`config.mk`:
```
export PLATFORM = sky130hd
export DESIGN_NAME = issue_unit
export DESIGN_NICKNAME = d
export VERILOG_FILES = /design/src/hw/issue_pkg.sv /design/src/hw/fetch_slot.sv /design/src/hw/rv_field_decode.sv /design/src/hw/operand_resolve.sv /design/src/hw/issue_ctrl.sv /design/src/hw/issue_unit.sv
export VERILOG_INCLUDE_DIRS = /design/src /design/src/hw
export SDC_FILE = /design/constraint.sdc
export NUM_CORES = 2
export LEC_CHECK = 0
export BUFFER_PORTS_ARGS = -buffer_cell sky130_fd_sc_hd__buf_2
export CELL_PAD_IN_SITES_DETAIL_PLACEMENT = 1
export CELL_PAD_IN_SITES_GLOBAL_PLACEMENT = 2
export CORE_AREA = 2 2 776 778
export DETAILED_ROUTE_END_ITERATION = 10
export DIE_AREA = 0 0 778 780
export PLACE_DENSITY = 0.43
export SYNTH_ARGS = -nofsm -noshare
export SYNTH_HDL_FRONTEND = slang
export SYNTH_SLANG_ARGS = --single-unit
```
`constraint.sdc`:
```
create_clock -name clk_in -period 6.3 [get_ports clk_in]
set_input_delay 1.26 -clock clk_in [delete_from_list [all_inputs] [get_ports clk_in]]
set_output_delay 1.26 -clock clk_in [all_outputs]
set_load 0.02 [all_outputs]
```
`src/hw/issue_params.svh`:
```
`ifndef ISSUE_PARAMS_SVH
`define ISSUE_PARAMS_SVH

// Datapath and register file
`define XLEN      32
`define NUM_REGS  32

// Reorder buffer tags with tag 0 reserved for "no dependency"
`define ROB_IDX_W 4
`define ROB_DEPTH (1 << `ROB_IDX_W)

// RV32I major opcodes handled at issue
`define OPC_LUI    7'b0110111
`define OPC_AUIPC  7'b0010111
`define OPC_JAL    7'b1101111
`define OPC_OP_IMM 7'b0010011
`define OPC_OP     7'b0110011

`endif

```
`src/hw/issue_pkg.sv`:
```
`include "issue_params.svh"

package issue_pkg;

    typedef logic [`XLEN-1:0]              word_t;
    typedef logic [`ROB_IDX_W-1:0]         rob_id_t;
    typedef logic [$clog2(`NUM_REGS)-1:0]  reg_idx_t;
    typedef logic [3:0]                    alu_op_t;   // {instr[30], func3}

    // One fetched instruction
    typedef struct packed {
        word_t instr;
        word_t pc;
    } fetch_pkt_t;

    // Resolved source operand whose value counts only when tag is 0
    typedef struct packed {
        word_t   value;
        rob_id_t tag;
    } operand_t;

    typedef struct packed {
        rob_id_t tag;
        word_t   value;
    } cdb_t;

    typedef struct packed {
        reg_idx_t rs1;
        reg_idx_t rs2;
        reg_idx_t rd;
        alu_op_t  alu_op;
        word_t    imm;          // Operand k when imm_as_k
        logic     pc_as_j;      // AUIPC
        logic     imm_as_k;
        word_t    known_value;  // LUI result or link address
        word_t    jump_target;
        word_t    pc_plus4;
        logic     uses_alu;
        logic     value_known;
        logic     writes_rd;
        logic     redirect;
        logic     legal;
    } decoded_t;

    typedef struct packed {
        logic     value_ready;
        word_t    value;
        reg_idx_t dest;
    } rob_entry_t;

    typedef struct packed {
        alu_op_t op;
        word_t   vj;
        word_t   vk;
        rob_id_t qj;
        rob_id_t qk;
        rob_id_t dest;
    } alu_entry_t;

    typedef struct packed {
        reg_idx_t reg_id;
        rob_id_t  rob_id;
    } rename_wr_t;

    typedef enum logic [1:0] {
        ST_TRY_ISSUE,
        ST_ISSUE_HELD,
        ST_SKIP_ONE
    } issue_state_e;

endpackage

```
`src/hw/fetch_slot.sv`:
```
`timescale 1ns/10ps

// Keeps a copy of an instruction that could not issue and replays it
// until the controller lets it go
module fetch_slot (
    input  logic                 clk_in,
    input  logic                 rst,
    input  logic                 flush,
    input  issue_pkg::fetch_pkt_t instr,
    input  logic                 capture,
    input  logic                 use_held,
    output issue_pkg::fetch_pkt_t cur
);

    issue_pkg::fetch_pkt_t held;

    // Capture happens on the stall cycle while the fetcher is redirected
    always_ff @(posedge clk_in) begin
        if (rst || flush) begin
            held <= '0;
        end else if (capture) begin
            held <= instr;
        end
    end

    // Held copy wins while retrying
    always_comb begin
        if (use_held) begin
            cur = held;
        end else begin
            cur = instr;   // Live path from fetcher
        end
    end

endmodule

```
`src/hw/rv_field_decode.sv`:
```
`timescale 1ns/10ps

`include "issue_params.svh"

module rv_field_decode (
    input  issue_pkg::fetch_pkt_t pkt,
    output issue_pkg::decoded_t   dec
);

    logic [6:0]       opcode;
    logic [2:0]       func3;
    issue_pkg::word_t imm_i;
    issue_pkg::word_t imm_u;
    issue_pkg::word_t imm_j;
    issue_pkg::word_t shamt;
    logic             is_shift;

    assign opcode = pkt.instr[6:0];
    assign func3  = pkt.instr[14:12];

    // Immediate formats
    assign imm_i = {{(`XLEN-12){pkt.instr[31]}}, pkt.instr[31:20]};
    assign imm_u = {pkt.instr[31:12], 12'b0};
    assign imm_j = {{(`XLEN-21){pkt.instr[31]}}, pkt.instr[31], pkt.instr[19:12],
                    pkt.instr[20], pkt.instr[30:21], 1'b0};
    assign shamt = {{(`XLEN-5){1'b0}}, pkt.instr[24:20]};

    assign is_shift = (func3 == 3'b001) || (func3 == 3'b101);  // SLLI, SRLI, SRAI

    always_comb begin
        dec = '0;
        dec.rs1         = pkt.instr[19:15];
        dec.rs2         = pkt.instr[24:20];
        dec.rd          = pkt.instr[11:7];
        dec.pc_plus4    = pkt.pc + issue_pkg::word_t'(4);
        dec.jump_target = pkt.pc + imm_j;

        case (opcode)
            `OPC_LUI: begin
                dec.legal       = 1'b1;
                dec.writes_rd   = 1'b1;
                dec.value_known = 1'b1;
                dec.known_value = imm_u;
            end
            `OPC_AUIPC: begin
                dec.legal     = 1'b1;
                dec.writes_rd = 1'b1;
                dec.uses_alu  = 1'b1;
                dec.alu_op    = 4'b0000;  // Plain add
                dec.pc_as_j   = 1'b1;
                dec.imm_as_k  = 1'b1;
                dec.imm       = imm_u;
            end
            `OPC_JAL: begin
                dec.legal       = 1'b1;
                dec.writes_rd   = 1'b1;
                dec.value_known = 1'b1;
                dec.redirect    = 1'b1;
                dec.known_value = dec.pc_plus4;  // Link address
            end
            `OPC_OP_IMM: begin
                dec.legal     = 1'b1;
                dec.writes_rd = 1'b1;
                dec.uses_alu  = 1'b1;
                dec.imm_as_k  = 1'b1;
                // Bit 30 only means something for the shifts
                if (is_shift) begin
                    dec.alu_op = {pkt.instr[30], func3};
                    dec.imm    = shamt;
                end else begin
                    dec.alu_op = {1'b0, func3};
                    dec.imm    = imm_i;
                end
            end
            `OPC_OP: begin
                dec.legal     = 1'b1;
                dec.writes_rd = 1'b1;
                dec.uses_alu  = 1'b1;
                dec.alu_op    = {pkt.instr[30], func3};  // Operand k from rs2
            end
            default: begin
                dec.legal = 1'b0;  // Nothing issues
            end
        endcase
    end

endmodule

```
`src/hw/operand_resolve.sv`:
```
`timescale 1ns/10ps

`include "issue_params.svh"

// Looks up one source register and returns either its value or the
// reorder buffer tag it still waits on
module operand_resolve (
    input  issue_pkg::reg_idx_t   src,
    input  issue_pkg::rob_id_t    rename_tags [0:`NUM_REGS-1],
    input  issue_pkg::word_t      reg_data [0:`NUM_REGS-1],
    input  issue_pkg::word_t      rob_values [0:`ROB_DEPTH-1],
    input  logic [`ROB_DEPTH-1:0] rob_ready,
    input  issue_pkg::cdb_t       cdb_alu,
    input  issue_pkg::cdb_t       cdb_mem,
    input  logic                  last_rob_wr_en,
    input  issue_pkg::rob_entry_t last_rob_entry,
    input  issue_pkg::rename_wr_t last_rename,
    output issue_pkg::operand_t   opnd
);

    issue_pkg::rob_id_t rn_tag;
    logic               fwd_hit;

    assign rn_tag = rename_tags[src];

    // Rename table has not seen last cycle's dispatch yet
    assign fwd_hit = last_rob_wr_en && (last_rob_entry.dest == src) && (src != '0);

    always_comb begin
        opnd = '0;
        if (fwd_hit) begin
            if (last_rob_entry.value_ready) begin
                opnd.value = last_rob_entry.value;
            end else begin
                opnd.tag = last_rename.rob_id;
            end
        end else if (rn_tag == '0) begin
            opnd.value = reg_data[src];  // Committed value
        end else if (cdb_alu.tag == rn_tag) begin
            opnd.value = cdb_alu.value;
        end else if (cdb_mem.tag == rn_tag) begin
            opnd.value = cdb_mem.value;
        end else if (rob_ready[rn_tag]) begin
            // Finished but not yet committed
            opnd.value = rob_values[rn_tag];
        end else begin
            opnd.tag = rn_tag;
        end
    end

endmodule

```
`src/hw/issue_ctrl.sv`:
```
`timescale 1ns/10ps

module issue_ctrl (
    input  logic                  clk_in,
    input  logic                  rst,
    input  logic                  flush,
    input  logic                  instr_valid,
    input  logic                  rob_full,
    input  logic                  alu_full,
    input  issue_pkg::fetch_pkt_t cur,
    input  issue_pkg::decoded_t   dec,
    input  issue_pkg::operand_t   op1,
    input  issue_pkg::operand_t   op2,
    input  issue_pkg::rob_id_t    rob_tail,
    output logic                  capture,
    output logic                  use_held,
    output logic                  fetch_redirect,
    output issue_pkg::word_t      fetch_pc,
    output logic                  rob_wr_en,
    output issue_pkg::rob_entry_t rob_entry,
    output logic                  alu_wr_en,
    output issue_pkg::alu_entry_t alu_entry,
    output logic                  rename_wr_en,
    output issue_pkg::rename_wr_t rename_wr
);

    issue_pkg::issue_state_e state;
    issue_pkg::issue_state_e state_nxt;

    logic attempt;   // An instruction is presented to the dispatch logic
    logic stall;
    logic do_issue;

    issue_pkg::rob_entry_t rob_entry_nxt;
    issue_pkg::alu_entry_t alu_entry_nxt;

    assign attempt  = ((state == issue_pkg::ST_TRY_ISSUE) && instr_valid)
                      || (state == issue_pkg::ST_ISSUE_HELD);
    assign stall    = dec.legal && (rob_full || (dec.uses_alu && alu_full));
    assign do_issue = attempt && dec.legal && !stall;

    // Only a live instruction needs capturing since a held one stays put
    assign capture  = (state == issue_pkg::ST_TRY_ISSUE) && instr_valid && stall;
    assign use_held = (state == issue_pkg::ST_ISSUE_HELD);

    always_comb begin
        state_nxt = issue_pkg::ST_TRY_ISSUE;
        case (state)
            issue_pkg::ST_TRY_ISSUE,
            issue_pkg::ST_ISSUE_HELD: begin
                if (attempt && stall) begin
                    state_nxt = issue_pkg::ST_ISSUE_HELD;
                end else if (do_issue && dec.redirect) begin
                    state_nxt = issue_pkg::ST_SKIP_ONE;  // JAL shadow
                end
            end
            default: begin
                state_nxt = issue_pkg::ST_TRY_ISSUE;
            end
        endcase
    end

    always_comb begin
        rob_entry_nxt             = '0;
        rob_entry_nxt.value_ready = dec.value_known;
        rob_entry_nxt.dest        = dec.rd;
        if (dec.value_known) begin
            rob_entry_nxt.value = dec.known_value;
        end

        alu_entry_nxt.op   = dec.alu_op;
        alu_entry_nxt.dest = rob_tail;
        // pc and immediate operands never wait on anything
        if (dec.pc_as_j) begin
            alu_entry_nxt.vj = cur.pc;
            alu_entry_nxt.qj = '0;
        end else begin
            alu_entry_nxt.vj = op1.value;
            alu_entry_nxt.qj = op1.tag;
        end
        if (dec.imm_as_k) begin
            alu_entry_nxt.vk = dec.imm;
            alu_entry_nxt.qk = '0;
        end else begin
            alu_entry_nxt.vk = op2.value;
            alu_entry_nxt.qk = op2.tag;
        end
    end

    // State and enables
    always_ff @(posedge clk_in) begin
        if (rst || flush) begin
            state          <= issue_pkg::ST_TRY_ISSUE;
            fetch_redirect <= 1'b0;
            rob_wr_en      <= 1'b0;
            alu_wr_en      <= 1'b0;
            rename_wr_en   <= 1'b0;
        end else begin
            state          <= state_nxt;
            fetch_redirect <= attempt && (stall || (do_issue && dec.redirect));
            rob_wr_en      <= do_issue;
            alu_wr_en      <= do_issue && dec.uses_alu;
            rename_wr_en   <= do_issue && dec.writes_rd && (dec.rd != '0);  // x0 never renamed
        end
    end

    // Payload qualified by the enables above
    always_ff @(posedge clk_in) begin
        if (attempt) begin
            fetch_pc <= stall ? dec.pc_plus4 : dec.jump_target;  // Refetch after the stall
        end
        if (do_issue) begin
            rob_entry        <= rob_entry_nxt;
            alu_entry        <= alu_entry_nxt;
            rename_wr.reg_id <= dec.rd;
            rename_wr.rob_id <= rob_tail;
        end
    end

endmodule

```
`src/hw/issue_unit.sv`:
```
`timescale 1ns/10ps

`include "issue_params.svh"

module issue_unit (
    input  logic                  clk_in,
    input  logic                  rst,
    input  logic                  instr_valid,
    input  issue_pkg::fetch_pkt_t instr,
    input  issue_pkg::rob_id_t    rename_tags [0:`NUM_REGS-1],
    input  issue_pkg::word_t      reg_data [0:`NUM_REGS-1],
    input  issue_pkg::word_t      rob_values [0:`ROB_DEPTH-1],
    input  logic [`ROB_DEPTH-1:0] rob_ready,
    input  issue_pkg::cdb_t       cdb_alu,
    input  issue_pkg::cdb_t       cdb_mem,
    input  logic                  rob_full,
    input  logic                  alu_full,
    input  issue_pkg::rob_id_t    rob_tail,
    input  logic                  flush,
    output logic                  fetch_redirect,
    output issue_pkg::word_t      fetch_pc,
    output logic                  rob_wr_en,
    output issue_pkg::rob_entry_t rob_entry,
    output logic                  alu_wr_en,
    output issue_pkg::alu_entry_t alu_entry,
    output logic                  rename_wr_en,
    output issue_pkg::rename_wr_t rename_wr
);

    issue_pkg::fetch_pkt_t cur;
    issue_pkg::decoded_t   dec;
    issue_pkg::operand_t   op1;
    issue_pkg::operand_t   op2;
    logic                  capture;
    logic                  use_held;

    fetch_slot u_slot (
        .clk_in   (clk_in),
        .rst      (rst),
        .flush    (flush),
        .instr    (instr),
        .capture  (capture),
        .use_held (use_held),
        .cur      (cur)
    );

    rv_field_decode u_dec (
        .pkt (cur),
        .dec (dec)
    );

    // Both sources see last cycle's dispatch for back-to-back dependencies
    operand_resolve u_rs1 (
        .src            (dec.rs1),
        .rename_tags    (rename_tags),
        .reg_data       (reg_data),
        .rob_values     (rob_values),
        .rob_ready      (rob_ready),
        .cdb_alu        (cdb_alu),
        .cdb_mem        (cdb_mem),
        .last_rob_wr_en (rob_wr_en),
        .last_rob_entry (rob_entry),
        .last_rename    (rename_wr),
        .opnd           (op1)
    );

    operand_resolve u_rs2 (
        .src            (dec.rs2),
        .rename_tags    (rename_tags),
        .reg_data       (reg_data),
        .rob_values     (rob_values),
        .rob_ready      (rob_ready),
        .cdb_alu        (cdb_alu),
        .cdb_mem        (cdb_mem),
        .last_rob_wr_en (rob_wr_en),
        .last_rob_entry (rob_entry),
        .last_rename    (rename_wr),
        .opnd           (op2)
    );

    issue_ctrl u_ctrl (
        .clk_in         (clk_in),
        .rst            (rst),
        .flush          (flush),
        .instr_valid    (instr_valid),
        .rob_full       (rob_full),
        .alu_full       (alu_full),
        .cur            (cur),
        .dec            (dec),
        .op1            (op1),
        .op2            (op2),
        .rob_tail       (rob_tail),
        .capture        (capture),
        .use_held       (use_held),
        .fetch_redirect (fetch_redirect),
        .fetch_pc       (fetch_pc),
        .rob_wr_en      (rob_wr_en),
        .rob_entry      (rob_entry),
        .alu_wr_en      (alu_wr_en),
        .alu_entry      (alu_entry),
        .rename_wr_en   (rename_wr_en),
        .rename_wr      (rename_wr)
    );

endmodule

```
==> results.yml <==
outcome:
  outcome: "complete, but fails checks"
  violations: "capacitance limit, slew limit"
pwr:
  ir_drop_mv: 0.146
  p_leak_nw: 30.1
  power_density_mw_per_mm2: 164
grt:
  grt_max_degree: 108
  gr-usage-met1: 0.243
  busiest_layer: "met2"
  grt_usage: 0.211
  antenna_found_initial: 606
  grt_pass1_wl_um: 832000
  grt_pass1_vias: 70828
  grt-ovfl-total: 0
  met2_usage: 0.382
  use_met3: 0.0376
timing:
  maxSlewViolCount: 4
  setup_viol: 0
  finalClockSkew_ns: 0.0253
  rsz0062_at_grt: "no"
  max_freq_mhz: 163
  period_needed_ns: 6.15
  tightest_slew_ns: 1.57
  slew_headroom: -0.0580
  hold_violations: 0
  fin_crit_sh: 0.976
  worst_slack_ns: 0.153
place:
  routabilityCongestion: 0.906
  dp_cells: 17433
  io_buffers: 1988
  dp_hpwl_um: 577000
  preCtsSetupSlack_ns: -0.369
setup_path:
  crit_path_start_kind: "register"
  r2r_end: "u_ctrl.alu_entry[48]$_DFFE_PN_"
  critPathArrivalTime_ns: 6.48
  reg2reg_depth: 16
  critPathKind: "reg2reg"
  endpoint_kind: "register"
  cp_data_required_time_ns: 6.64
  reg2reg_from: "u_ctrl.state[0]$_SDFF_PP0_"
  endpoint: "u_ctrl.alu_entry[48]$_DFFE_PN_"
  startpoint: "u_ctrl.state[0]$_SDFF_PP0_"
  r2r_slack_ns: 0.15
  critical_path.max_fanout: 59
clock_network:
  clkLatencyLatePin_ns: 0.63
  clock-root-buffer: "clkbuf_16"
  cts_tree: "built"
  numCtsBuffers: 35
  path_clk_slew_ns: 0.07
  cts_hold_buf: 0
  post_cts_buffers: 0
  cts.sinks: 220
  cts_buffer_depth: 3
  h-tree-depth: 2
logic_synthesis:
  synth_fp_nets: 9432
  syn_area_sq_mm: 0.0453
  synth.most_common_cell: "nand2_1"
  synth.avg_cell_area_sq_um: 5.98
  yosysWarnings: 0
  synthArstFlopShare: 0
  yosysUniqueCellTypes: 88
  synth_top_area_cell: "nand2_1"
  ys_seq_area_frac: 0.130
  synth_edf_count: 150
  synthTopCellsByCount: "nand2_1, nand3_1, clkbuf_1, mux2i_1, a311oi_1"
  synth_area_leaders: "nand2_1, nand3_1, mux2i_1"
  syn_inst: 7574
  synthFlopType: "edfxtp_1"
  ys_seq_elements: 220
  yosysTopAreaCellShare: 0.233
route:
  drtIter0Drc: 5719
  routed_wl_um: 671000
  drt_pre_antenna_iters: 6
  drt-wirelength-per-cell_um: 37.6
  drc: 0
  via_per_inst: 3.99
  route.vias.total: 71179
  ant_nets: 0
floorplanning:
  die_w_um: 778
  core_sq_mm: 0.599
  fp-row-count: 285
  dieArea_sq_mm: 0.607
  io_pins: 1989
  initial_core_util: 0.0755
  dieHeight_um: 780
finish:
  num-fill-cells: 73264
  fin_nets: 11292
  layout-drive-gt1-share: 0.306
  finalNonFillerCells: 17858
  syn_to_final_growth_pct: 58.0
worst_hold_path:
  worstHoldPathType: "reg2reg"
flow_run:
  drv_cap: 2
## logic make-up after synthesis
family,Yosys count,synth area share
muxes,544,0.127
buffers and inverters,814,0.0748
adders and majority gates,32,0.00901
xor gates and xnor gates,75,0.0145
AOI/OAI and AO/OA,1345,0.213
and+or+nand+nor,4544,0.430
DFF,220,0.130
## state kept, by name (all words and copies together) (netlist names)
| register | count |
|---|---|
| u_ctrl.rename_wr | 4 |
| u_ctrl.rob_wr_en | 1 |
| u_ctrl.state | 2 |
| u_slot.held | 64 |
| u_ctrl.fetch_redirect | 1 |
| u_ctrl.rob_entry | 38 |
| u_ctrl.alu_entry | 76 |
| u_ctrl.fetch_pc | 32 |
| u_ctrl.alu_wr_en | 1 |
| u_ctrl.rename_wr_en | 1 |
## area by class of cell
type	count	area, sq um	share of cell area
diodes	362	906	0.0127
repair buffers	2579	15600	0.217
flip-flops and latches	220	5910	0.0826
clock inverters	19	254	0.00355
inverters	58	293	0.00409
multi-input cells	6540	37600	0.526
well taps	8036	10100	0.141
clock buffers	44	961	0.0134
## cell usage in the layout, fill, tap and decap left out, types with 83 or more instances in the layout
master	netlist	final
a31oi_1	131	123
nand2_1	2811	2809
buf_4	29	497
a21oi_1	263	255
a211oi_1	85	84
a311oi_2	0	83
edfxtp_1	150	150
a311oi_1	372	246
and3_1	209	206
nor2_1	219	213
nand3_1	1138	1136
mux2i_1	505	500
buf_12	1	92
buf_2	99	1988
diode_2	0	362
o21ai_0	125	124
## metrics by stage
stage          hold WS, ns  instance area, sq um  power [mW]   util  setup TNS (ns)
3_5_place_dp         0.446                 69400        9.68  0.116           -2.46
3_3_place_gp         0.442                 69300        9.68  0.116           -2.67
5_1_grt              0.479                 71300        12.3  0.119               0
4_1_cts              0.454                 70600        12.0  0.118               0
2_1_floorplan        0.432                 45300        4.89      -               0
6_report             0.454                 71500        11.7  0.119               0
## where the power goes
| group | total (mW) | internal, mW | switching, mW |
|---|---|---|---|
| registers | 1.68 | 1.64 | 0.0331 |
| logic | 7.78 | 2.49 | 5.29 |
| clock network | 2.25 | 1.27 | 0.985 |
## worst min path at each step
| stage | start | endpoint | slack (ns) | depth (start not counted) |
|---|---|---|---|---|
| final | u_slot.held[22]$_SDFFE_PP0P_ | u_slot.held[22]$_SDFFE_PP0P_ | 0.45 | 2 |
| after global routing | u_slot.held[63]$_SDFFE_PP0P_ | u_slot.held[63]$_SDFFE_PP0P_ | 0.48 | 2 |
| after CTS | u_slot.held[22]$_SDFFE_PP0P_ | u_slot.held[22]$_SDFFE_PP0P_ | 0.45 | 2 |
| after detailed placement | u_slot.held[22]$_SDFFE_PP0P_ | u_slot.held[22]$_SDFFE_PP0P_ | 0.45 | 2 |
| after global placement | u_slot.held[60]$_SDFFE_PP0P_ | u_slot.held[60]$_SDFFE_PP0P_ | 0.44 | 2 |
| after floorplan | u_slot.held[47]$_SDFFE_PP0P_ | u_slot.held[47]$_SDFFE_PP0P_ | 0.43 | 2 |
## what timing repair did
item	CTS	global route
endpoints found under the setup margin	1	1
gates cloned	0	0
gates resized for setup	1	1
## worst max-delay path, stage by stage (launching register included)
cell	delay [ns]
dfxtp_1	0.44
nand2b_4	0.28
buf_4	0.33
a21oi_4	0.53
inv_16	0.22
mux2i_1	0.18
a32oi_1	0.18
a31oi_1	0.20
or4_4	0.74
buf_4	0.27
nor2_1	0.57
a221oi_1	0.23
a2bb2oi_2	0.37
nor2_4	0.22
buf_4	0.27
a221oi_1	0.48
o22ai_1	0.19
## layer usage
metal / vias to the layer above / routed length [um]
met1: 35554 / 263000
met2: 3112 / 339000
met3: 1070 / 37700
li1: 31211 / -
met4: 232 / 30200
met5: - / 1490
Power figures use the tool's default switching activity.
